<file path="src/design/opx_defines.svh">
/*
 * Widths and forwarding select codes for the operand-select datapath.
 * OPX_RADDR_W must be wide enough to index OPX_REGS registers.
 * Select codes are 2 bits and match fwd_sel_t in the package.
 */

`ifndef OPX_DEFINES_SVH
`define OPX_DEFINES_SVH

// Operand and result width
`define OPX_WIDTH 32

// Register file size and index width
`define OPX_REGS 16
`define OPX_RADDR_W 4

// Operand source select codes
`define OPX_SEL_RF 2'd0
`define OPX_SEL_IMM 2'd1
`define OPX_SEL_EX_FORW 2'd2
`define OPX_SEL_WB_FORW 2'd3

`endif
</file>
<file path="src/design/opx_pkg.sv">
/*
 * Types shared by all datapath stages.
 * The immediate field is fixed at 16 bits and sign-extended in decode.
 * ALU op encoding values 7 and up are unused and give a zero result.
 */

`include "opx_defines.svh"

package opx_pkg;

	typedef logic [`OPX_WIDTH-1:0] word_t;
	typedef logic [`OPX_RADDR_W-1:0] reg_addr_t;
	typedef logic [1:0] fwd_sel_t;

	// ALU operations
	typedef enum logic [2:0] {
		ALU_ADD  = 3'd0,
		ALU_SUB  = 3'd1,
		ALU_AND  = 3'd2,
		ALU_OR   = 3'd3,
		ALU_XOR  = 3'd4,
		ALU_SLL  = 3'd5,
		ALU_MOVB = 3'd6
	} alu_op_t;

	// Instruction as presented on the issue port
	typedef struct packed {
		logic valid;
		alu_op_t op;
		reg_addr_t rd;
		reg_addr_t rs_a;
		reg_addr_t rs_b;
		logic use_imm;
		logic [15:0] imm;
	} issue_t;

	// Control passed from decode into operand select
	typedef struct packed {
		logic valid;
		alu_op_t op;
		reg_addr_t rd;
	} id_ex_t;

	// Control of the instruction sitting in execute
	typedef struct packed {
		logic valid;
		alu_op_t op;
		reg_addr_t rd;
	} ex_ctl_t;

	// Writeback result
	typedef struct packed {
		logic valid;
		reg_addr_t rd;
		word_t data;
	} wb_t;

	// Destinations still in flight
	typedef struct packed {
		logic ex_valid;
		reg_addr_t ex_rd;
		logic wb_valid;
		reg_addr_t wb_rd;
	} hazard_t;

endpackage

</file>
<file path="src/design/opx_core.sv">
/*
 * Top level of the four-stage datapath.
 * ex_freeze must only be high together with id_freeze.
 * Each result leaves on wb once, in issue order.
 */

module opx_core (
	input  logic            clk,
	input  logic            arst_n,
	input  logic            id_freeze,
	input  logic            ex_freeze,
	input  opx_pkg::issue_t issue,
	output opx_pkg::wb_t    wb
);

	// Decode to register file
	opx_pkg::reg_addr_t rf_raddr_a;
	opx_pkg::reg_addr_t rf_raddr_b;
	opx_pkg::word_t     rf_dataa;
	opx_pkg::word_t     rf_datab;

	// Decode to operand select
	opx_pkg::word_t    simm;
	opx_pkg::fwd_sel_t sel_a;
	opx_pkg::fwd_sel_t sel_b;
	opx_pkg::id_ex_t   id_ex;

	// Operand select to execute
	opx_pkg::word_t   operand_a;
	opx_pkg::word_t   operand_b;
	opx_pkg::ex_ctl_t ex_ctl;

	// Execute back toward decode
	opx_pkg::word_t   ex_forw;
	opx_pkg::hazard_t hazard;

	// Write blocked while execute is held
	reg_file reg_file_i (
		.clk     (clk),
		.arst_n  (arst_n),
		.raddr_a (rf_raddr_a),
		.raddr_b (rf_raddr_b),
		.rdata_a (rf_dataa),
		.rdata_b (rf_datab),
		.wr      (wb),
		.wr_hold (ex_freeze)
	);

	decode_stage decode_stage_i (
		.clk        (clk),
		.arst_n     (arst_n),
		.id_freeze  (id_freeze),
		.issue      (issue),
		.hazard     (hazard),
		.rf_raddr_a (rf_raddr_a),
		.rf_raddr_b (rf_raddr_b),
		.rf_dataa   (rf_dataa),
		.rf_datab   (rf_datab),
		.simm       (simm),
		.sel_a      (sel_a),
		.sel_b      (sel_b),
		.id_ex      (id_ex)
	);

	// WB forward is the writeback data field
	operand_mux operand_mux_i (
		.clk       (clk),
		.arst_n    (arst_n),
		.id_freeze (id_freeze),
		.ex_freeze (ex_freeze),
		.rf_dataa  (rf_dataa),
		.rf_datab  (rf_datab),
		.ex_forw   (ex_forw),
		.wb_forw   (wb.data),
		.simm      (simm),
		.sel_a     (sel_a),
		.sel_b     (sel_b),
		.id_ex     (id_ex),
		.operand_a (operand_a),
		.operand_b (operand_b),
		.ex_ctl    (ex_ctl)
	);

	alu_stage alu_stage_i (
		.clk       (clk),
		.arst_n    (arst_n),
		.ex_freeze (ex_freeze),
		.operand_a (operand_a),
		.operand_b (operand_b),
		.ex_ctl    (ex_ctl),
		.ex_forw   (ex_forw),
		.wb        (wb),
		.hazard    (hazard)
	);

endmodule

</file>
<file path="src/design/alu_stage.sv">
/*
 * Execute stage with the ALU and the writeback register.
 * SLL shifts by the low 5 bits of operand B.
 * Unused op encodings give zero.
 * The writeback register holds while ex_freeze is high.
 */

module alu_stage (
	input  logic             clk,
	input  logic             arst_n,
	input  logic             ex_freeze,
	input  opx_pkg::word_t   operand_a,
	input  opx_pkg::word_t   operand_b,
	input  opx_pkg::ex_ctl_t ex_ctl,
	output opx_pkg::word_t   ex_forw,
	output opx_pkg::wb_t     wb,
	output opx_pkg::hazard_t hazard
);

	opx_pkg::word_t     alu_res;
	logic               wb_valid_q;
	opx_pkg::reg_addr_t wb_rd_q;
	opx_pkg::word_t     wb_data_q;

	//////////////////////////////////////////////////
	// ALU
	//////////////////////////////////////////////////

	always_comb begin
		case (ex_ctl.op)
			opx_pkg::ALU_ADD:  alu_res = operand_a + operand_b;
			opx_pkg::ALU_SUB:  alu_res = operand_a - operand_b;
			opx_pkg::ALU_AND:  alu_res = operand_a & operand_b;
			opx_pkg::ALU_OR:   alu_res = operand_a | operand_b;
			opx_pkg::ALU_XOR:  alu_res = operand_a ^ operand_b;
			opx_pkg::ALU_SLL:  alu_res = operand_a << operand_b[4:0];
			opx_pkg::ALU_MOVB: alu_res = operand_b;
			default:           alu_res = '0;
		endcase
	end

	// EX forward path straight off the ALU
	assign ex_forw = alu_res;

	//////////////////////////////////////////////////
	// Writeback register
	//////////////////////////////////////////////////

	always_ff @(posedge clk or negedge arst_n) begin
		if (!arst_n) begin
			wb_valid_q <= 1'b0;
		end else if (!ex_freeze) begin
			wb_valid_q <= ex_ctl.valid;
		end
	end

	// Result payload
	always_ff @(posedge clk) begin
		if (!ex_freeze) begin
			wb_rd_q   <= ex_ctl.rd;
			wb_data_q <= alu_res;
		end
	end

	assign wb.valid = wb_valid_q;
	assign wb.rd    = wb_rd_q;
	assign wb.data  = wb_data_q;

	// In-flight destinations for decode
	assign hazard.ex_valid = ex_ctl.valid;
	assign hazard.ex_rd    = ex_ctl.rd;
	assign hazard.wb_valid = wb_valid_q;
	assign hazard.wb_rd    = wb_rd_q;

endmodule

</file>
<file path="src/design/operand_mux.sv">
/*
 * Operand select with forwarding muxes and the operand registers.
 * ex_freeze holds the operands and ex_ctl.
 * With only id_freeze high the operands are captured once and a bubble
 * enters execute. The saved value is used when both freezes drop.
 */

`include "opx_defines.svh"

module operand_mux (
	input  logic              clk,
	input  logic              arst_n,
	input  logic              id_freeze,
	input  logic              ex_freeze,
	input  opx_pkg::word_t    rf_dataa,
	input  opx_pkg::word_t    rf_datab,
	input  opx_pkg::word_t    ex_forw,
	input  opx_pkg::word_t    wb_forw,
	input  opx_pkg::word_t    simm,
	input  opx_pkg::fwd_sel_t sel_a,
	input  opx_pkg::fwd_sel_t sel_b,
	input  opx_pkg::id_ex_t   id_ex,
	output opx_pkg::word_t    operand_a,
	output opx_pkg::word_t    operand_b,
	output opx_pkg::ex_ctl_t  ex_ctl
);

	// Index 0 is operand A, index 1 is operand B
	opx_pkg::word_t muxed [2];
	opx_pkg::word_t opnd_q [2];
	logic           saved_q [2];
	logic           ex_valid_q;
	opx_pkg::alu_op_t   ex_op_q;
	opx_pkg::reg_addr_t ex_rd_q;

	//////////////////////////////////////////////////
	// Forwarding muxes
	//////////////////////////////////////////////////

	always_comb begin
		case (sel_a)
			`OPX_SEL_EX_FORW: muxed[0] = ex_forw;
			`OPX_SEL_WB_FORW: muxed[0] = wb_forw;
			default:          muxed[0] = rf_dataa;
		endcase
		// B also takes the immediate
		case (sel_b)
			`OPX_SEL_IMM:     muxed[1] = simm;
			`OPX_SEL_EX_FORW: muxed[1] = ex_forw;
			`OPX_SEL_WB_FORW: muxed[1] = wb_forw;
			default:          muxed[1] = rf_datab;
		endcase
	end

	//////////////////////////////////////////////////
	// Operand registers with saved flags
	//////////////////////////////////////////////////

	for (genvar i = 0; i < 2; i++) begin : g_opnd
		always_ff @(posedge clk or negedge arst_n) begin
			if (!arst_n) begin
				opnd_q[i]  <= '0;
				saved_q[i] <= 1'b0;
			end else if (!ex_freeze) begin
				if (!saved_q[i]) begin
					// Capture, and mark saved if decode is stuck
					opnd_q[i]  <= muxed[i];
					saved_q[i] <= id_freeze;
				end else if (!id_freeze) begin
					// Saved value moves into execute now
					saved_q[i] <= 1'b0;
				end
			end
		end
	end

	assign operand_a = opnd_q[0];
	assign operand_b = opnd_q[1];

	// Execute control
	// Bubble when only decode is frozen
	always_ff @(posedge clk or negedge arst_n) begin
		if (!arst_n) begin
			ex_valid_q <= 1'b0;
		end else if (!ex_freeze) begin
			ex_valid_q <= id_ex.valid && !id_freeze;
		end
	end

	always_ff @(posedge clk) begin
		if (!ex_freeze) begin
			ex_op_q <= id_ex.op;
			ex_rd_q <= id_ex.rd;
		end
	end

	assign ex_ctl.valid = ex_valid_q;
	assign ex_ctl.op    = ex_op_q;
	assign ex_ctl.rd    = ex_rd_q;

endmodule

</file>
<file path="src/design/decode_stage.sv">
/*
 * Decode stage with the ID register and forwarding source selection.
 * The ID register holds while id_freeze is high and issue is ignored then.
 * Forwarding compares against execute first, then writeback.
 * Register 0 is never a forwarding source.
 */

`include "opx_defines.svh"

module decode_stage (
	input  logic               clk,
	input  logic               arst_n,
	input  logic               id_freeze,
	input  opx_pkg::issue_t    issue,
	input  opx_pkg::hazard_t   hazard,
	output opx_pkg::reg_addr_t rf_raddr_a,
	output opx_pkg::reg_addr_t rf_raddr_b,
	input  opx_pkg::word_t     rf_dataa,
	input  opx_pkg::word_t     rf_datab,
	output opx_pkg::word_t     simm,
	output opx_pkg::fwd_sel_t  sel_a,
	output opx_pkg::fwd_sel_t  sel_b,
	output opx_pkg::id_ex_t    id_ex
);

	// ID register split into valid and payload
	logic            id_valid_q;
	opx_pkg::issue_t id_q;

	// Picks the operand source for one register index
	function automatic opx_pkg::fwd_sel_t pick_src(
		input opx_pkg::reg_addr_t rs,
		input opx_pkg::hazard_t   hz
	);
		if (rs == '0) begin
			return `OPX_SEL_RF;
		end
		// Youngest producer wins
		if (hz.ex_valid && (hz.ex_rd == rs)) begin
			return `OPX_SEL_EX_FORW;
		end
		if (hz.wb_valid && (hz.wb_rd == rs)) begin
			return `OPX_SEL_WB_FORW;
		end
		return `OPX_SEL_RF;
	endfunction

	//////////////////////////////////////////////////
	// ID register
	//////////////////////////////////////////////////

	always_ff @(posedge clk or negedge arst_n) begin
		if (!arst_n) begin
			id_valid_q <= 1'b0;
		end else if (!id_freeze) begin
			id_valid_q <= issue.valid;
		end
	end

	// Payload follows the same enable
	always_ff @(posedge clk) begin
		if (!id_freeze) begin
			id_q <= issue;
		end
	end

	// Register file addressing straight from the ID register
	assign rf_raddr_a = id_q.rs_a;
	assign rf_raddr_b = id_q.rs_b;

	// Sign-extend the 16-bit immediate
	assign simm = {{(`OPX_WIDTH-16){id_q.imm[15]}}, id_q.imm};

	// Operand source selects
	assign sel_a = pick_src(id_q.rs_a, hazard);
	assign sel_b = id_q.use_imm ? `OPX_SEL_IMM : pick_src(id_q.rs_b, hazard);

	// Control toward operand select
	assign id_ex.valid = id_valid_q;
	assign id_ex.op    = id_q.op;
	assign id_ex.rd    = id_q.rd;

endmodule

</file>
<file path="src/design/reg_file.sv">
/*
 * Register file, two asynchronous read ports and one write port.
 * Register 0 always reads zero and is never written.
 * The write is blocked while wr_hold is high so a held result lands once.
 */

`include "opx_defines.svh"

module reg_file (
	input  logic               clk,
	input  logic               arst_n,
	input  opx_pkg::reg_addr_t raddr_a,
	input  opx_pkg::reg_addr_t raddr_b,
	output opx_pkg::word_t     rdata_a,
	output opx_pkg::word_t     rdata_b,
	input  opx_pkg::wb_t       wr,
	input  logic               wr_hold
);

	// Storage array
	opx_pkg::word_t regs_q [`OPX_REGS];
	logic           wr_en;

	// Write qualifier
	// Held results and register 0 never land
	assign wr_en = wr.valid && !wr_hold && (wr.rd != '0);

	always_ff @(posedge clk or negedge arst_n) begin
		if (!arst_n) begin
			for (int i = 0; i < `OPX_REGS; i++) begin
				regs_q[i] <= '0;
			end
		end else if (wr_en) begin
			regs_q[wr.rd] <= wr.data;
		end
	end

	//////////////////////////////////////////////////
	// Read ports
	//////////////////////////////////////////////////

	// Register 0 forced to zero on both ports
	assign rdata_a = (raddr_a == '0) ? '0 : regs_q[raddr_a];
	assign rdata_b = (raddr_b == '0) ? '0 : regs_q[raddr_b];

endmodule

</file>
<file path="config.mk">
export PLATFORM = sky130hd
export DESIGN_NAME = opx_core
export DESIGN_NICKNAME = d
export VERILOG_FILES = /design/src/design/opx_pkg.sv /design/src/design/opx_core.sv /design/src/design/alu_stage.sv /design/src/design/operand_mux.sv /design/src/design/decode_stage.sv /design/src/design/reg_file.sv
export VERILOG_INCLUDE_DIRS = /design/src /design/src/design
export SDC_FILE = /design/constraint.sdc
export NUM_CORES = 1
export LEC_CHECK = 0
export ABC_AREA = 1
export ABC_CLOCK_PERIOD_IN_PS = 4200
export BUFFER_PORTS_ARGS = -buffer_cell sky130_fd_sc_hd__buf_2
export CELL_PAD_IN_SITES_DETAIL_PLACEMENT = 2
export CELL_PAD_IN_SITES_GLOBAL_PLACEMENT = 2
export CORE_MARGIN = 2
export CORE_UTILIZATION = 38
export CTS_CLUSTER_DIAMETER = 60
export DETAILED_ROUTE_END_ITERATION = 7
export PLACE_DENSITY_LB_ADDON = 0.1
export SKIP_LAST_GASP = 1
export SLEW_MARGIN = 0
export SYNTH_ARGS = -nofsm -noshare
export SYNTH_HDL_FRONTEND = slang
export SYNTH_SLANG_ARGS = --single-unit
</file>
<file path="constraint.sdc">
create_clock -name clk -period 4.2 [get_ports clk]
set_input_delay 0.42 -clock clk [delete_from_list [all_inputs] [get_ports clk]]
set_output_delay 0.42 -clock clk [all_outputs]
set_load 0.02 [all_outputs]
</file>
### Yosys cells after proc, flatten, opt, wreduce, memory -nomap -nowiden

Cells that the tools add are included.

* logic and storage cells: 122
* bits of input ports: 37
* output and inout port bits: 37
* register bits: 656

* reductions and logical operators: 16
* $add $sub $neg: 2
* mux-type cells: 42
* equal/unequal tests: 15
* bitwise logic cells: 9
* order comparisons: 4
* shift operators: 1

Operators by type and width (count)
* bitwise mux 512 bit: 1
* binary-select mux 32 bit (select 4 bit): 2
* two-way mux 32 bit: 7
* one-hot mux 32 bit (7 select lines): 1
* demux 32 bit (select 4 bit): 1
* one-hot mux 32 bit (3 select lines): 1
* one-hot mux 32 bit (2 select lines): 1
* adder 32 bit: 1
* bitwise AND 32 bit: 1
* bitwise OR 32 bit: 1
* left shift 32 x 5 -> 32 bit: 1
* subtractor 32 bit: 1
* bitwise XOR 32 bit: 1
* two-way mux 2 bit: 13
* == test 4 bit: 4
* >= comparator 5 bit, second input constant: 3
* two-way mux 1 bit: 15
* inverter 4 -> 5 bit: 3
* == test 3 bit, second input constant: 3
* == test 2 bit, second input constant: 4
* logical AND 1 bit: 8
* logical NOT 4 bit: 2
* == test 3 x 2 -> 1 bit, second input constant: 2
* < comparator 5 x 1 -> 1 bit, second input constant: 1
* 7 further kinds: 11

### Depth between registers and ports, before layout

Gate-level depths: netlist (run 1).

* depth in word-level cells: 12
* gate-level depth with buffers: 32

### By module

From an unflattened synthesis (run 1), not the netlist that was laid out.

* cells, all modules: 6850
* area, all modules: 44136.1 um2

By module, submodules not included
* reg_file: seq. area each 12812.3 um2, times used 1, area an instance 29844.9 um2, cells each 4605
* alu_stage: seq. area each 1106.1 um2, times used 1, area an instance 8126.5 um2, cells each 1417
* operand_mux: seq. area each 1861.8 um2, times used 1, area an instance 4455.5 um2, cells each 661
* decode_stage: seq. area each 985.9 um2, times used 1, area an instance 1709.1 um2, cells each 167

### Least setup slack after synthesis (run 1)

No wires, ideal clock.

* path kind: reg-to-reg
* start point: reg operand_mux_i.opnd_q, in the netlist operand_mux_i.operand_b[1]
* end point: reg operand_mux_i.opnd_q, in the netlist operand_mux_i.operand_b[24]
* setup slack: 907 ps
* data required time: 4087 ps
* path buffers: 2
* library setup time: 113 ps
* stages on the path, launching flop included: 29
* arrival time: 3180 ps
* cells stage by stage: dfrtp_1 -> buf_2 -> inv_2 -> buf_4 -> ha_1 -> nand3_2 -> nor2_2 -> nand3_2 -> nor2_1 -> inv_1 -> nor2_2 -> inv_2 -> nor2_4 -> nor2_1 -> xor2_1 -> ha_1 -> nand2_1 -> nor2_1 -> inv_1 -> nor3_1 -> nand3_1 -> nand3_1 -> nand2_1 -> nand3_1 -> nand2_1 -> nand2_1 -> nand3_1 -> nand2_1 -> inv_1

* longest elaborated chain between the ends: 3
* elaborated cells between the ends (all ways): 5

Ends and longest elaborated chain
* from (decl): line operand_mux.sv:30 `opx_pkg::word_t opnd_q [2];`
* from (signal, indexed assignment): line operand_mux.sv:67 `opnd_q[i] <= muxed[i];`
* subtractor 32 bit (tied with other cells): line alu_stage.sv:32 `opx_pkg::ALU_SUB: alu_res = operand_a - operand_b;`
* one-hot mux 32 bit (7 select lines) *: line alu_stage.sv:30 `case (ex_ctl.op)`
* via alu_stage_i.ex_forw[24]: line alu_stage.sv:15 `output opx_pkg::word_t ex_forw,`
* one-hot mux 32 bit (3 select lines) *: line operand_mux.sv:47 `case (sel_b)`

Mark *: on every way through the listed nets, which the timed path passes. The rest lies on a longest branch.
A chain may end at the register's enable or synchronous reset.

### Worst setup path in the final report (run 1)

* start point: reg operand_mux_i.ex_op_q[2]
* end point: reg operand_mux_i.opnd_q, in the netlist operand_mux_i.operand_b[17]

* longest elaborated chain between the ends: 3
* elaborated cells between the ends (all ways): 9

Ends and longest elaborated chain
* from (decl): line operand_mux.sv:33 `opx_pkg::alu_op_t ex_op_q;`
* from (signal assigned): line operand_mux.sv:92 `ex_op_q <= id_ex.op;`
* == test 3 bit (tied with other cells): line alu_stage.sv:30
* one-hot mux 32 bit (7 select lines) *: line alu_stage.sv:30
* via alu_stage_i.ex_forw[17]: line alu_stage.sv:15
* one-hot mux 32 bit (3 select lines) *: line operand_mux.sv:47

Marked as above.

==> results by stage, run 1 <==
Synth:
- After Yosys synthesis, full adders, half adders and majority gates account for 3.04% of the synthesized area.
- Summing the sequential cell areas from Yosys gives 41.2% of the chip area.
- The area of the mapped netlist is 40600 um2.
- The fraction of the mapped netlist area in simple logic gates is 24.4%.
- The cell count after synthesis came out at 5610.
- A synthesized cell averages 7.25 um2.
- The netlist uses 60 different library cells.
- The number of register bits inferred by synthesis is 655.
- The largest family of logic cells by synthesized area is simple AND/OR/NAND/NOR gates.
- The net count after synthesis is 5745.
- Of the post-synthesis cell area, the part taken by muxes is 0%.
- The most used flip-flop cell after synthesis is sky130_fd_sc_hd__dfrtp_1.
- The share of the synthesized area in compound gates (AO/OA/AOI/OAI) is 20.7%.
- The total of warnings raised by yosys is 0.
- After Yosys synthesis, XOR and XNOR cells account for 0.646% of the synthesized area.
- In the synthesized netlist the async set-or-reset flop fraction comes to 88.5%.
- The count of flip-flops with a built-in enable after synthesis is 75.

STA:
- The largest clock skew in the final design is 46.8 ps.
- The hold violation count in the final report is 0.
- Setup slack on the critical path of the routed design comes to 257 ps.
- Setup repair after global routing could not meet its margin everywhere.
- Subtracting the final worst setup slack from the clock period gives 3940 ps.
- At the pin with the least slew margin, the transition time is 1170 ps.
- The final-layout setup total negative slack is 0 ps.
- The headroom to the max-slew limit is 21.7%.
- The total count of max-transition violations in the final report is 0.
- Setup violations remaining at the end of the flow were counted as 0.
- Derived from the worst setup path, the maximum achievable clock frequency is 254 MHz.
- The worst path uses 93.9% of the clock period.

Layout:
- Relative to the synthesized area, the layout overhead comes to 12.4%.
- Once layout is done, the placed cells without fillers occupy 45700 um2.
- The share of layout cells above drive strength 1 is 8.28%.
- After the last flow step, the layout net total stands at 5646.

Setup path:
- In this run the critical register-to-register path is launched from operand_mux_i.ex_op_q[2].
- Walking the worst path, the cells encountered are inv_2 > nand2_4 > inv_2 > nand2_1 > buf_4 > o31ai_1 > o21ai_0 > xor2_1 > ha_1 > nand2_1 > inv_1 > nand2_1 > nor2_1 > nand4_1 > nand3_1 > nand2_1 > nand3_1 > nand2_1 > a21oi_1 > nand2_1 > nand2_1 > inv_1.
- The most critical setup path has its startpoint at operand_mux_i.ex_op_q[2].
- Of all nets on the critical path, the largest fanout is 16.
- The endpoint kind of the worst setup timing path is a register.
- In this run the critical register-to-register path is captured at operand_mux_i.operand_b[17].
- The register-to-register setup slack is 260 ps.
- The critical path buffer and inverter count is 5.
- Among the stages of the critical path, the cell type that occurs most often is sky130_fd_sc_hd__nand2_1.
- The nature of the critical path startpoint is a register.
- Following the worst setup path forward leads to its endpoint at operand_mux_i.operand_b[17].
- The slowest library cell on the worst path is sky130_fd_sc_hd__edfxtp_1.
- The critical path crosses 22 cells after its start point.
- Among cell families on the critical path, the largest total delay comes from simple AND/OR/NAND/NOR gates.
- For this run, the slowest stage of the critical path takes 450 ps.
- At the worst endpoint, the arrival time is 4520 ps.
- The required time at the endpoint of the critical path is 4770 ps.
- For the worst flop-to-flop path, the logic depth is 22.
- The category of the critical setup timing path is register to register.

Detailed routing:
- The DRC violations left is 0.
- The number of search-and-repair iterations in the first detailed-routing pass is 5.
- The total number of vias is 41.9k.
- The initial detailed-routing violation count is 3197.
- The total wire length is 197000 um.
- The number of vias per cell is 6.01.
- The remaining number of nets flagged by the antenna check after routing is 0.
- The average wire per cell in the routed design is 28.2 um.

Clock network:
- TritonCTS built the clock tree.
- The clock root buffer master is sky130_fd_sc_hd__clkbuf_16.
- CTS saw 655 sinks.
- The clock buffer count from CTS is 89.
- CTS built an H-tree with a depth of 3.
- Counting along the longest clock path gives a buffer depth of 3.
- After clock tree synthesis, the clock-pin slew on the worst setup and hold paths is 70 ps.
- At the later pin of the worst-skew pair, clock insertion delay measures 700 ps.

Floorplanning:
- The placeable core region is 106000 um2.
- The area of the die is 110000 um2.
- For this configuration, the core starts out at a cell density of 38.4%.
- The floorplan die height is 331 um.
- The number of top-level design ports is 74.
- In this run the core area contains 119 standard-cell rows.
- Measured along the x axis, the die boundary spans 331 um.

Pwr:
- IR analysis of the VDD net gives a maximum drop of 0.503 mV.
- The total power per unit cell area is 547 nW/um2.
- Summed over all cells, the static leakage comes to 0.0204 uW.

Run status:
- The run finished with clean final reports.

GRT:
- Entering global routing, the biggest net connects 129 pins.
- The via count of the first global-routing pass is 44.7k.
- The total global routing overflow is 0.
- The initial antenna violation count came to 2.
- Global routing consumed, over all layers together, 35.7% of the routing resources.
- The first-pass GRT wire length is 293000 um.

Placement:
- The standard cell area after detailed placement is 42200 um2.
- The count of input and output buffers is 73.
- The routability congestion estimate from global placement is 0.935.
- Timing analysis after detailed placement gives a worst setup slack of 40.4 ps.
- The wire-length estimate of the detail-placed layout is 126000 um.

Min path:
- In this run the worst hold path is classified as input port to register.

Flow run:
- The max-cap violation count is 0.
logic make-up after synthesis:
kind of cell	count (synthesis)
buffers and inverters	959
and+or+nand+nor	2353
adders and majority gates	98
AOI/OAI and AO/OA	1515
xor gates and xnor gates	30
DFF	655
worst reg2reg max path, delay by kind of cell, from the launching register on:
family / cells / cell delay [ps]
fa+ha+maj: 1 / 360
compound gates: 3 / 540
xor+xnor: 1 / 180
buf+inv: 5 / 680
flops: 1 / 450
simple gates: 12 / 1630
cells in the final DEF (no fill, tap or decap), types with 10 or more instances in the layout:
cell type | synthesis | final
sky130_fd_sc_hd__clkbuf_1 | 197 | 18
sky130_fd_sc_hd__buf_2 | 165 | 72
sky130_fd_sc_hd__clkinv_2 | 4 | 11
sky130_fd_sc_hd__buf_4 | 37 | 100
sky130_fd_sc_hd__xor2_1 | 30 | 30
sky130_fd_sc_hd__o21ai_1 | 16 | 18
sky130_fd_sc_hd__inv_1 | 501 | 499
sky130_fd_sc_hd__nor2_4 | 6 | 14
sky130_fd_sc_hd__clkbuf_16 | 0 | 91
sky130_fd_sc_hd__o21ai_0 | 831 | 829
sky130_fd_sc_hd__a31oi_1 | 10 | 10
sky130_fd_sc_hd__clkbuf_8 | 0 | 12
sky130_fd_sc_hd__inv_2 | 18 | 18
sky130_fd_sc_hd__dfrtp_1 | 580 | 580
sky130_fd_sc_hd__a21oi_1 | 388 | 386
sky130_fd_sc_hd__nor2_1 | 290 | 284
sky130_fd_sc_hd__buf_12 | 0 | 34
sky130_fd_sc_hd__dlygate4sd3_1 | 0 | 35
sky130_fd_sc_hd__o22ai_1 | 20 | 20
sky130_fd_sc_hd__nand3_1 | 428 | 428
sky130_fd_sc_hd__o2111ai_1 | 65 | 65
sky130_fd_sc_hd__nand2_2 | 7 | 15
sky130_fd_sc_hd__ha_1 | 97 | 95
sky130_fd_sc_hd__edfxtp_1 | 75 | 75
sky130_fd_sc_hd__o211ai_1 | 142 | 142
sky130_fd_sc_hd__nand2_1 | 1498 | 1488
sky130_fd_sc_hd__nand3b_1 | 17 | 17
sky130_fd_sc_hd__nand4_1 | 55 | 55
how the worst min path moves through the flow:
stage                           startpoint                  endpoint  slack (ps)  depth (start not counted)
finish                           id_freeze  operand_mux_i.saved_q[0]          40                          3
global route                     id_freeze  operand_mux_i.saved_q[0]          40                          3
CTS                              id_freeze  operand_mux_i.saved_q[0]           4                          3
detailed placement  reg_file_i.regs_q[502]    reg_file_i.regs_q[502]         370                          0
global placement    reg_file_i.regs_q[509]    reg_file_i.regs_q[509]         360                          0
floorplan                           arst_n    alu_stage_i.wb_valid_q         120                          0
cell type report:
cell class | count | area, um2
Fill cell | 12300 | 60000
Multi-Input combinational cell | 3996 | 20000
Sequential cell | 655 | 16800
Clock buffer | 121 | 2510
Timing Repair Buffer | 243 | 2170
Inverter | 526 | 1990
Tap cell | 1391 | 1740
Clock inverter | 39 | 528
Antenna cell | 1 | 2.50
flip-flops by register name, indices dropped and copies added (netlist names), 3 cells and up:
| register | flops |
|---|---|
| reg_file_i.regs_q | 512 |
| alu_stage_i.wb_data_q | 32 |
| operand_mux_i.operand_a | 32 |
| operand_mux_i.operand_b | 32 |
| decode_stage_i.simm | 16 |
| decode_stage_i.id_ex | 7 |
| alu_stage_i.wb_rd_q | 4 |
| decode_stage_i.rf_raddr_a | 4 |
| decode_stage_i.rf_raddr_b | 4 |
| operand_mux_i.ex_rd_q | 4 |
| operand_mux_i.ex_op_q | 3 |
cell usage after synthesis, drive strengths merged (75+ instances only):
library cell  number  area share, %
nand2           1506             14
o21ai            848             10
dfrtp            580             36
inv              521            4.8
nand3            434            5.4
a21oi            391            4.8
nor2             306            3.0
buf              234            3.3
clkbuf           199            1.8
o211ai           146            2.7
ha                97            3.0
edfxtp            75            5.5
what timing repair did:
action                     in CTS  in global routing
gates resized for setup         1                 25
hold endpoints to repair      102                  0
setup endpoints to repair       1                 33
hold buffers                   35                  0
pin swaps                       0                  1
buffers inserted                0                  3
power breakdown:
| group | total, uW | internal (uW) | switching [uW] |
|---|---|---|---|
| clock | 8040 | 4780 | 3260 |
| combinational | 8040 | 2370 | 5670 |
| sequential | 8900 | 7610 | 1290 |
metal layers:
metal  share of wire [%]  global-route usage (%)  vias up
met5              0.0056                       0        -
met4                 5.2                    16.4        2
met3                 4.7                    4.27      416
met2                  46                    57.4     1256
met1                  44                    48.0    21700
li1                    -                       -    18500
metrics by stage:
stage,instances,hold slack [ps],power [uW],util [%]
2_1_floorplan,5610,124,13400,-
3_3_place_gp,6773,365,16300,39.9
3_5_place_dp,6773,368,16700,39.9
4_1_cts,6968,3.88,24800,43.1
5_1_grt,6971,40.1,26300,43.2
6_report,6972,43.9,25000,43.2
No activity file was read; power rests on OpenSTA's default activity.
==> inputs of run 2 (changes only) <==
--- a/config.mk
+++ b/config.mk
@@ -8,11 +8,11 @@
 export LEC_CHECK = 0
 export ABC_AREA = 1
 export ABC_CLOCK_PERIOD_IN_PS = 4200
-export BUFFER_PORTS_ARGS = -buffer_cell sky130_fd_sc_hd__buf_2
+export BUFFER_PORTS_ARGS = -buffer_cell sky130_fd_sc_hd__buf_4
 export CELL_PAD_IN_SITES_DETAIL_PLACEMENT = 2
 export CELL_PAD_IN_SITES_GLOBAL_PLACEMENT = 2
 export CORE_MARGIN = 2
-export CORE_UTILIZATION = 38
+export CORE_UTILIZATION = 36
 export CTS_CLUSTER_DIAMETER = 60
 export DETAILED_ROUTE_END_ITERATION = 7
 export PLACE_DENSITY_LB_ADDON = 0.1
@@ -20,4 +20,5 @@
 export SLEW_MARGIN = 0
 export SYNTH_ARGS = -nofsm -noshare
 export SYNTH_HDL_FRONTEND = slang
+export SYNTH_HIERARCHICAL = 1
 export SYNTH_SLANG_ARGS = --single-unit
==> run 2 against run 1 <==
Synthesized area grew 8.6%; global-route usage decreased by 2.9 points; clock skew increased by 8.9 ps; sequential share of layout area decreased by 3.2 points; critical path depth is the same; first-iteration DRC count decreased by 3.3%; power grew 4.0%; critical path type unchanged.
==> results by stage, run 2 <==
Clock network:
- The TritonCTS clock tree is yes.
- The tree is rooted in a sky130_fd_sc_hd__clkbuf_16.
- At the later pin of the worst-skew pair, clock insertion delay measures 740 ps.
- The number of buffers on the longest clock path is 3.
- The H-tree depth reported by CTS is 3.
- For this design, the sink count on the clock tree is 655.
- The clock-pin slew reported for the worst setup and hold paths after clock tree synthesis is 60 ps.
- The clock buffer count from CTS is 100.

STA:
- The hold violation count in the final report is 0.
- Measured against its own limit, the worst slew margin works out to 25.2%.
- The largest clock skew in the final design is 55.6 ps.
- The final-layout setup total negative slack is 0 ps.
- Setup violations remaining at the end of the flow were counted as 0.
- The period utilization is 94.8%.
- At the pin with the least slew margin, the transition time is 1120 ps.
- Setup repair after global routing could not meet its margin everywhere.
- The clock period could shrink to 3980 ps.
- The total count of max-transition violations in the final report is 0.
- The peak clock frequency supported by timing is 251 MHz.

Synth:
- Synthesis produced a netlist with a net count of 6985.
- The synthesized design contains 75 enable-type register cells.
- Yosys mapped the design onto 45 distinct sky130hd cell types.
- The average instance in the mapped netlist occupies 6.44 um2.
- Sequential elements use 38.0% of the synthesized area.
- The most used flip-flop cell after synthesis is sky130_fd_sc_hd__dfrtp_1.
- The fraction of synthesized cell area taken by the top area cell type is 32.9%.
- The post-synthesis cell type with the largest combined area is sky130_fd_sc_hd__dfrtp_1.
- Of all flip-flops after synthesis, the portion carrying an async set or reset was 88.5%.
- The post-synthesis cell count is 6850.
- The most common cell in the synthesized netlist is sky130_fd_sc_hd__nand2_1.
- The cell area that synthesis handed to floorplanning was 44100 um2.
- The commonest cells after synthesis are 2640 x sky130_fd_sc_hd__nand2_1, 1059 x sky130_fd_sc_hd__nand3_1, 877 x sky130_fd_sc_hd__inv_1.
- By area the synthesized netlist is led by sky130_fd_sc_hd__dfrtp_1 33%, sky130_fd_sc_hd__nand2_1 22%, sky130_fd_sc_hd__nand3_1 12%.
- The number of register bits inferred by synthesis is 655.
- Yosys printed 6 warnings.

Detailed routing:
- The final layout contains routed wiring with a total length of 207000 um.
- After detailed routing, the average wire length per cell comes to 24.6 um.
- In this run the remaining antenna-violating nets after routing total 0.
- In the routed design, unresolved DRC markers number 0.
- The first detailed-routing pass took 7 iterations.
- The detailed router placed 46.3k vias in this run.
- The initial detailed-routing violation count is 3091.
- Using the TritonRoute via totals, the vias-per-cell ratio works out to 5.51.

GRT:
- The overall fraction of global-route tracks in use is 32.8%.
- The via count of the first global-routing pass was 51.0k.
- The initial antenna violation count was 1.
- Entering global routing, the biggest net connects 113 pins.
- The first global-routing pass estimated 317000 um of wire.
- The total global routing overflow is 0.

Setup path:
- The number of cells traversed by the worst register-to-register path is 22.
- The nature of the critical path startpoint is a register.
- The category of the critical setup timing path is register to register.
- Of all nets on the critical path, the largest fanout is 8.
- The worst setup path is captured at a register.
- Setup slack on the worst reg-to-reg path comes out at 220 ps.
- The critical path ends at operand_mux_i/operand_b[15].
- The critical path starts at operand_mux_i/ex_op_q[0].
- STA puts the critical path data arrival time at 4590 ps.
- The startpoint of the worst register-to-register path is operand_mux_i/ex_op_q[0].
- The end of the worst register-to-register path is operand_mux_i/operand_b[15].
- At the worst endpoint, the required time is 4810 ps.

Run status:
- The run finished with clean final reports.

Layout:
- In the final layout, the share of cells above drive strength 1 is 6.84%.
- The post-layout instance count excluding filler cells is 8405.
- The area growth from synthesis to final layout is 13.3%.
- Leaving out fill and tap cells, the most frequent cells in the layout are 2630 x sky130_fd_sc_hd__nand2_1, 1058 x sky130_fd_sc_hd__nand3_1, 871 x sky130_fd_sc_hd__inv_1.
- The most common cell after layout, fill and taps aside is sky130_fd_sc_hd__nand2_1.
- The top register by number of flip-flops is reg_file_i/regs_q.
- After the last flow step, the layout net total stands at 6829.
- The flip-flop count of the largest register, all copies and words added is 512.

Placement:
- The count of buffers added on input and output ports is 73.
- The HPWL after detailed placement is 137000 um.
- The routability congestion estimate from global placement is 0.973.
- In this run, placement finished with an instance count of 8177.

Floorplanning:
- The placeable core region is 122000 um2.
- In this run the horizontal extent of the chip is 354 um.
- The number of top-level design ports is 74.
- From bottom edge to top edge, the die measures 354 um.
- The area of the die is 125000 um2.
- After floorplanning, the core was divided into 128 placement rows.
- The initial utilization of the core area, before any placement, comes to 36.3%.

Flow run:
- Max-cap violations in this run came to 0.

Pwr:
- VDD sags by at most 0.322 mV.
- In this run the power density over the cells is 519 nW/um2.
- The static leakage power is 0.0253 uW.

Min path:
- The tightest min-delay check is of the input port to async pin type.
## run 2: kinds of logic (layout without fill, tap and decap cells)
group / count (synthesis) / count (layout) / share of synthesized area, %
flip-flops: 655 / 655 / 38.0
XOR/XNOR: 29 / 29 / 0.575
other: 0 / 1 / 0
adder cells (fa/ha/maj): 98 / 98 / 2.80
AND/OR/NAND/NOR: 3920 / 3920 / 36.9
buffers and inverters: 1404 / 1333 / 12.8
AO/OA/AOI/OAI: 744 / 744 / 8.91
## run 2: metrics by stage
step | utilization [%] | total power (uW) | hold WS [ps] | instance area [um2] | setup slack (ps)
6_report | 41.1 | 26000 | 350 | 50000 | 220
5_1_grt | 41.1 | 27400 | 383 | 50000 | -3.41
4_1_cts | 41.0 | 26000 | 346 | 50000 | 69.5
3_5_place_dp | 37.8 | 16700 | 368 | 46000 | 84.1
3_3_place_gp | 37.8 | 16400 | 365 | 46000 | 107
2_1_floorplan | - | 13300 | 124 | 44100 | 891
## run 2: worst max-delay path, stage by stage, from the launching register on
cell	delay, ps
sky130_fd_sc_hd__edfxtp_1	420
sky130_fd_sc_hd__inv_1	140
sky130_fd_sc_hd__nor2_1	90
sky130_fd_sc_hd__nand2_2	150
sky130_fd_sc_hd__inv_1	60
sky130_fd_sc_hd__buf_4	170
sky130_fd_sc_hd__or2_2	290
sky130_fd_sc_hd__xor2_1	160
sky130_fd_sc_hd__ha_1	390
sky130_fd_sc_hd__nand2_1	100
sky130_fd_sc_hd__nand2_1	70
sky130_fd_sc_hd__inv_1	60
sky130_fd_sc_hd__nand2_1	110
sky130_fd_sc_hd__nand2_1	100
sky130_fd_sc_hd__nand2_1	130
sky130_fd_sc_hd__nand2_1	90
sky130_fd_sc_hd__nand2_1	220
sky130_fd_sc_hd__o21ai_0	390
sky130_fd_sc_hd__nand3_1	280
sky130_fd_sc_hd__nand3_1	170
sky130_fd_sc_hd__nand3_1	110
sky130_fd_sc_hd__nand2_1	80
sky130_fd_sc_hd__nand2_1	50
## run 2: worst min-delay path by stage
| stage | from | endpoint | slack, ps |
|---|---|---|---|
| final | arst_n | reg_file_i/regs_q[259] | 350 |
| after global routing | issue[27] | decode_stage_i/id_ex[2] | 380 |
| after CTS | arst_n | reg_file_i/regs_q[259] | 350 |
| after detailed placement | reg_file_i/regs_q[510] | reg_file_i/regs_q[510] | 370 |
| after global placement | reg_file_i/regs_q[508] | reg_file_i/regs_q[508] | 360 |
| after floorplan | arst_n | alu_stage_i/wb_valid_q | 120 |
## run 2: power by group
part	internal [uW]	switching, uW	leakage [uW]
Sequential	7420	1010	0.00824
Clock	5630	3450	0.00172
Combinational	2450	6000	0.0153
Total	15500	10500	0.0253
## run 2: final cells by class
cell class / instances / area [um2]
Sequential cell: 655 / 16800
Timing Repair Buffer: 259 / 2440
Inverter: 887 / 3360
Tap cell: 1625 / 2030
Multi-Input combinational cell: 4791 / 21900
Clock inverter: 45 / 676
Fill cell: 14700 / 71700
Antenna cell: 1 / 2.50
Clock buffer: 142 / 2870
## run 2: routing by layer
metal / up-vias / GRT usage [%] / wire length (um)
li1: 21100 / - / -
met1: 23800 / 41.5 / 89300
met2: 1011 / 56.6 / 101000
met3: 387 / 3.80 / 7490
met4: 2 / 13.7 / 9450
met5: - / 0 / 8
## run 2: what timing repair did
action                                  CTS  global route
resized for setup                         1            15
hold buffers                             37             0
pin swaps                                 0             2
endpoints found under the hold margin   114             0
endpoints found under the setup margin    1            24
buffers inserted                          0             3
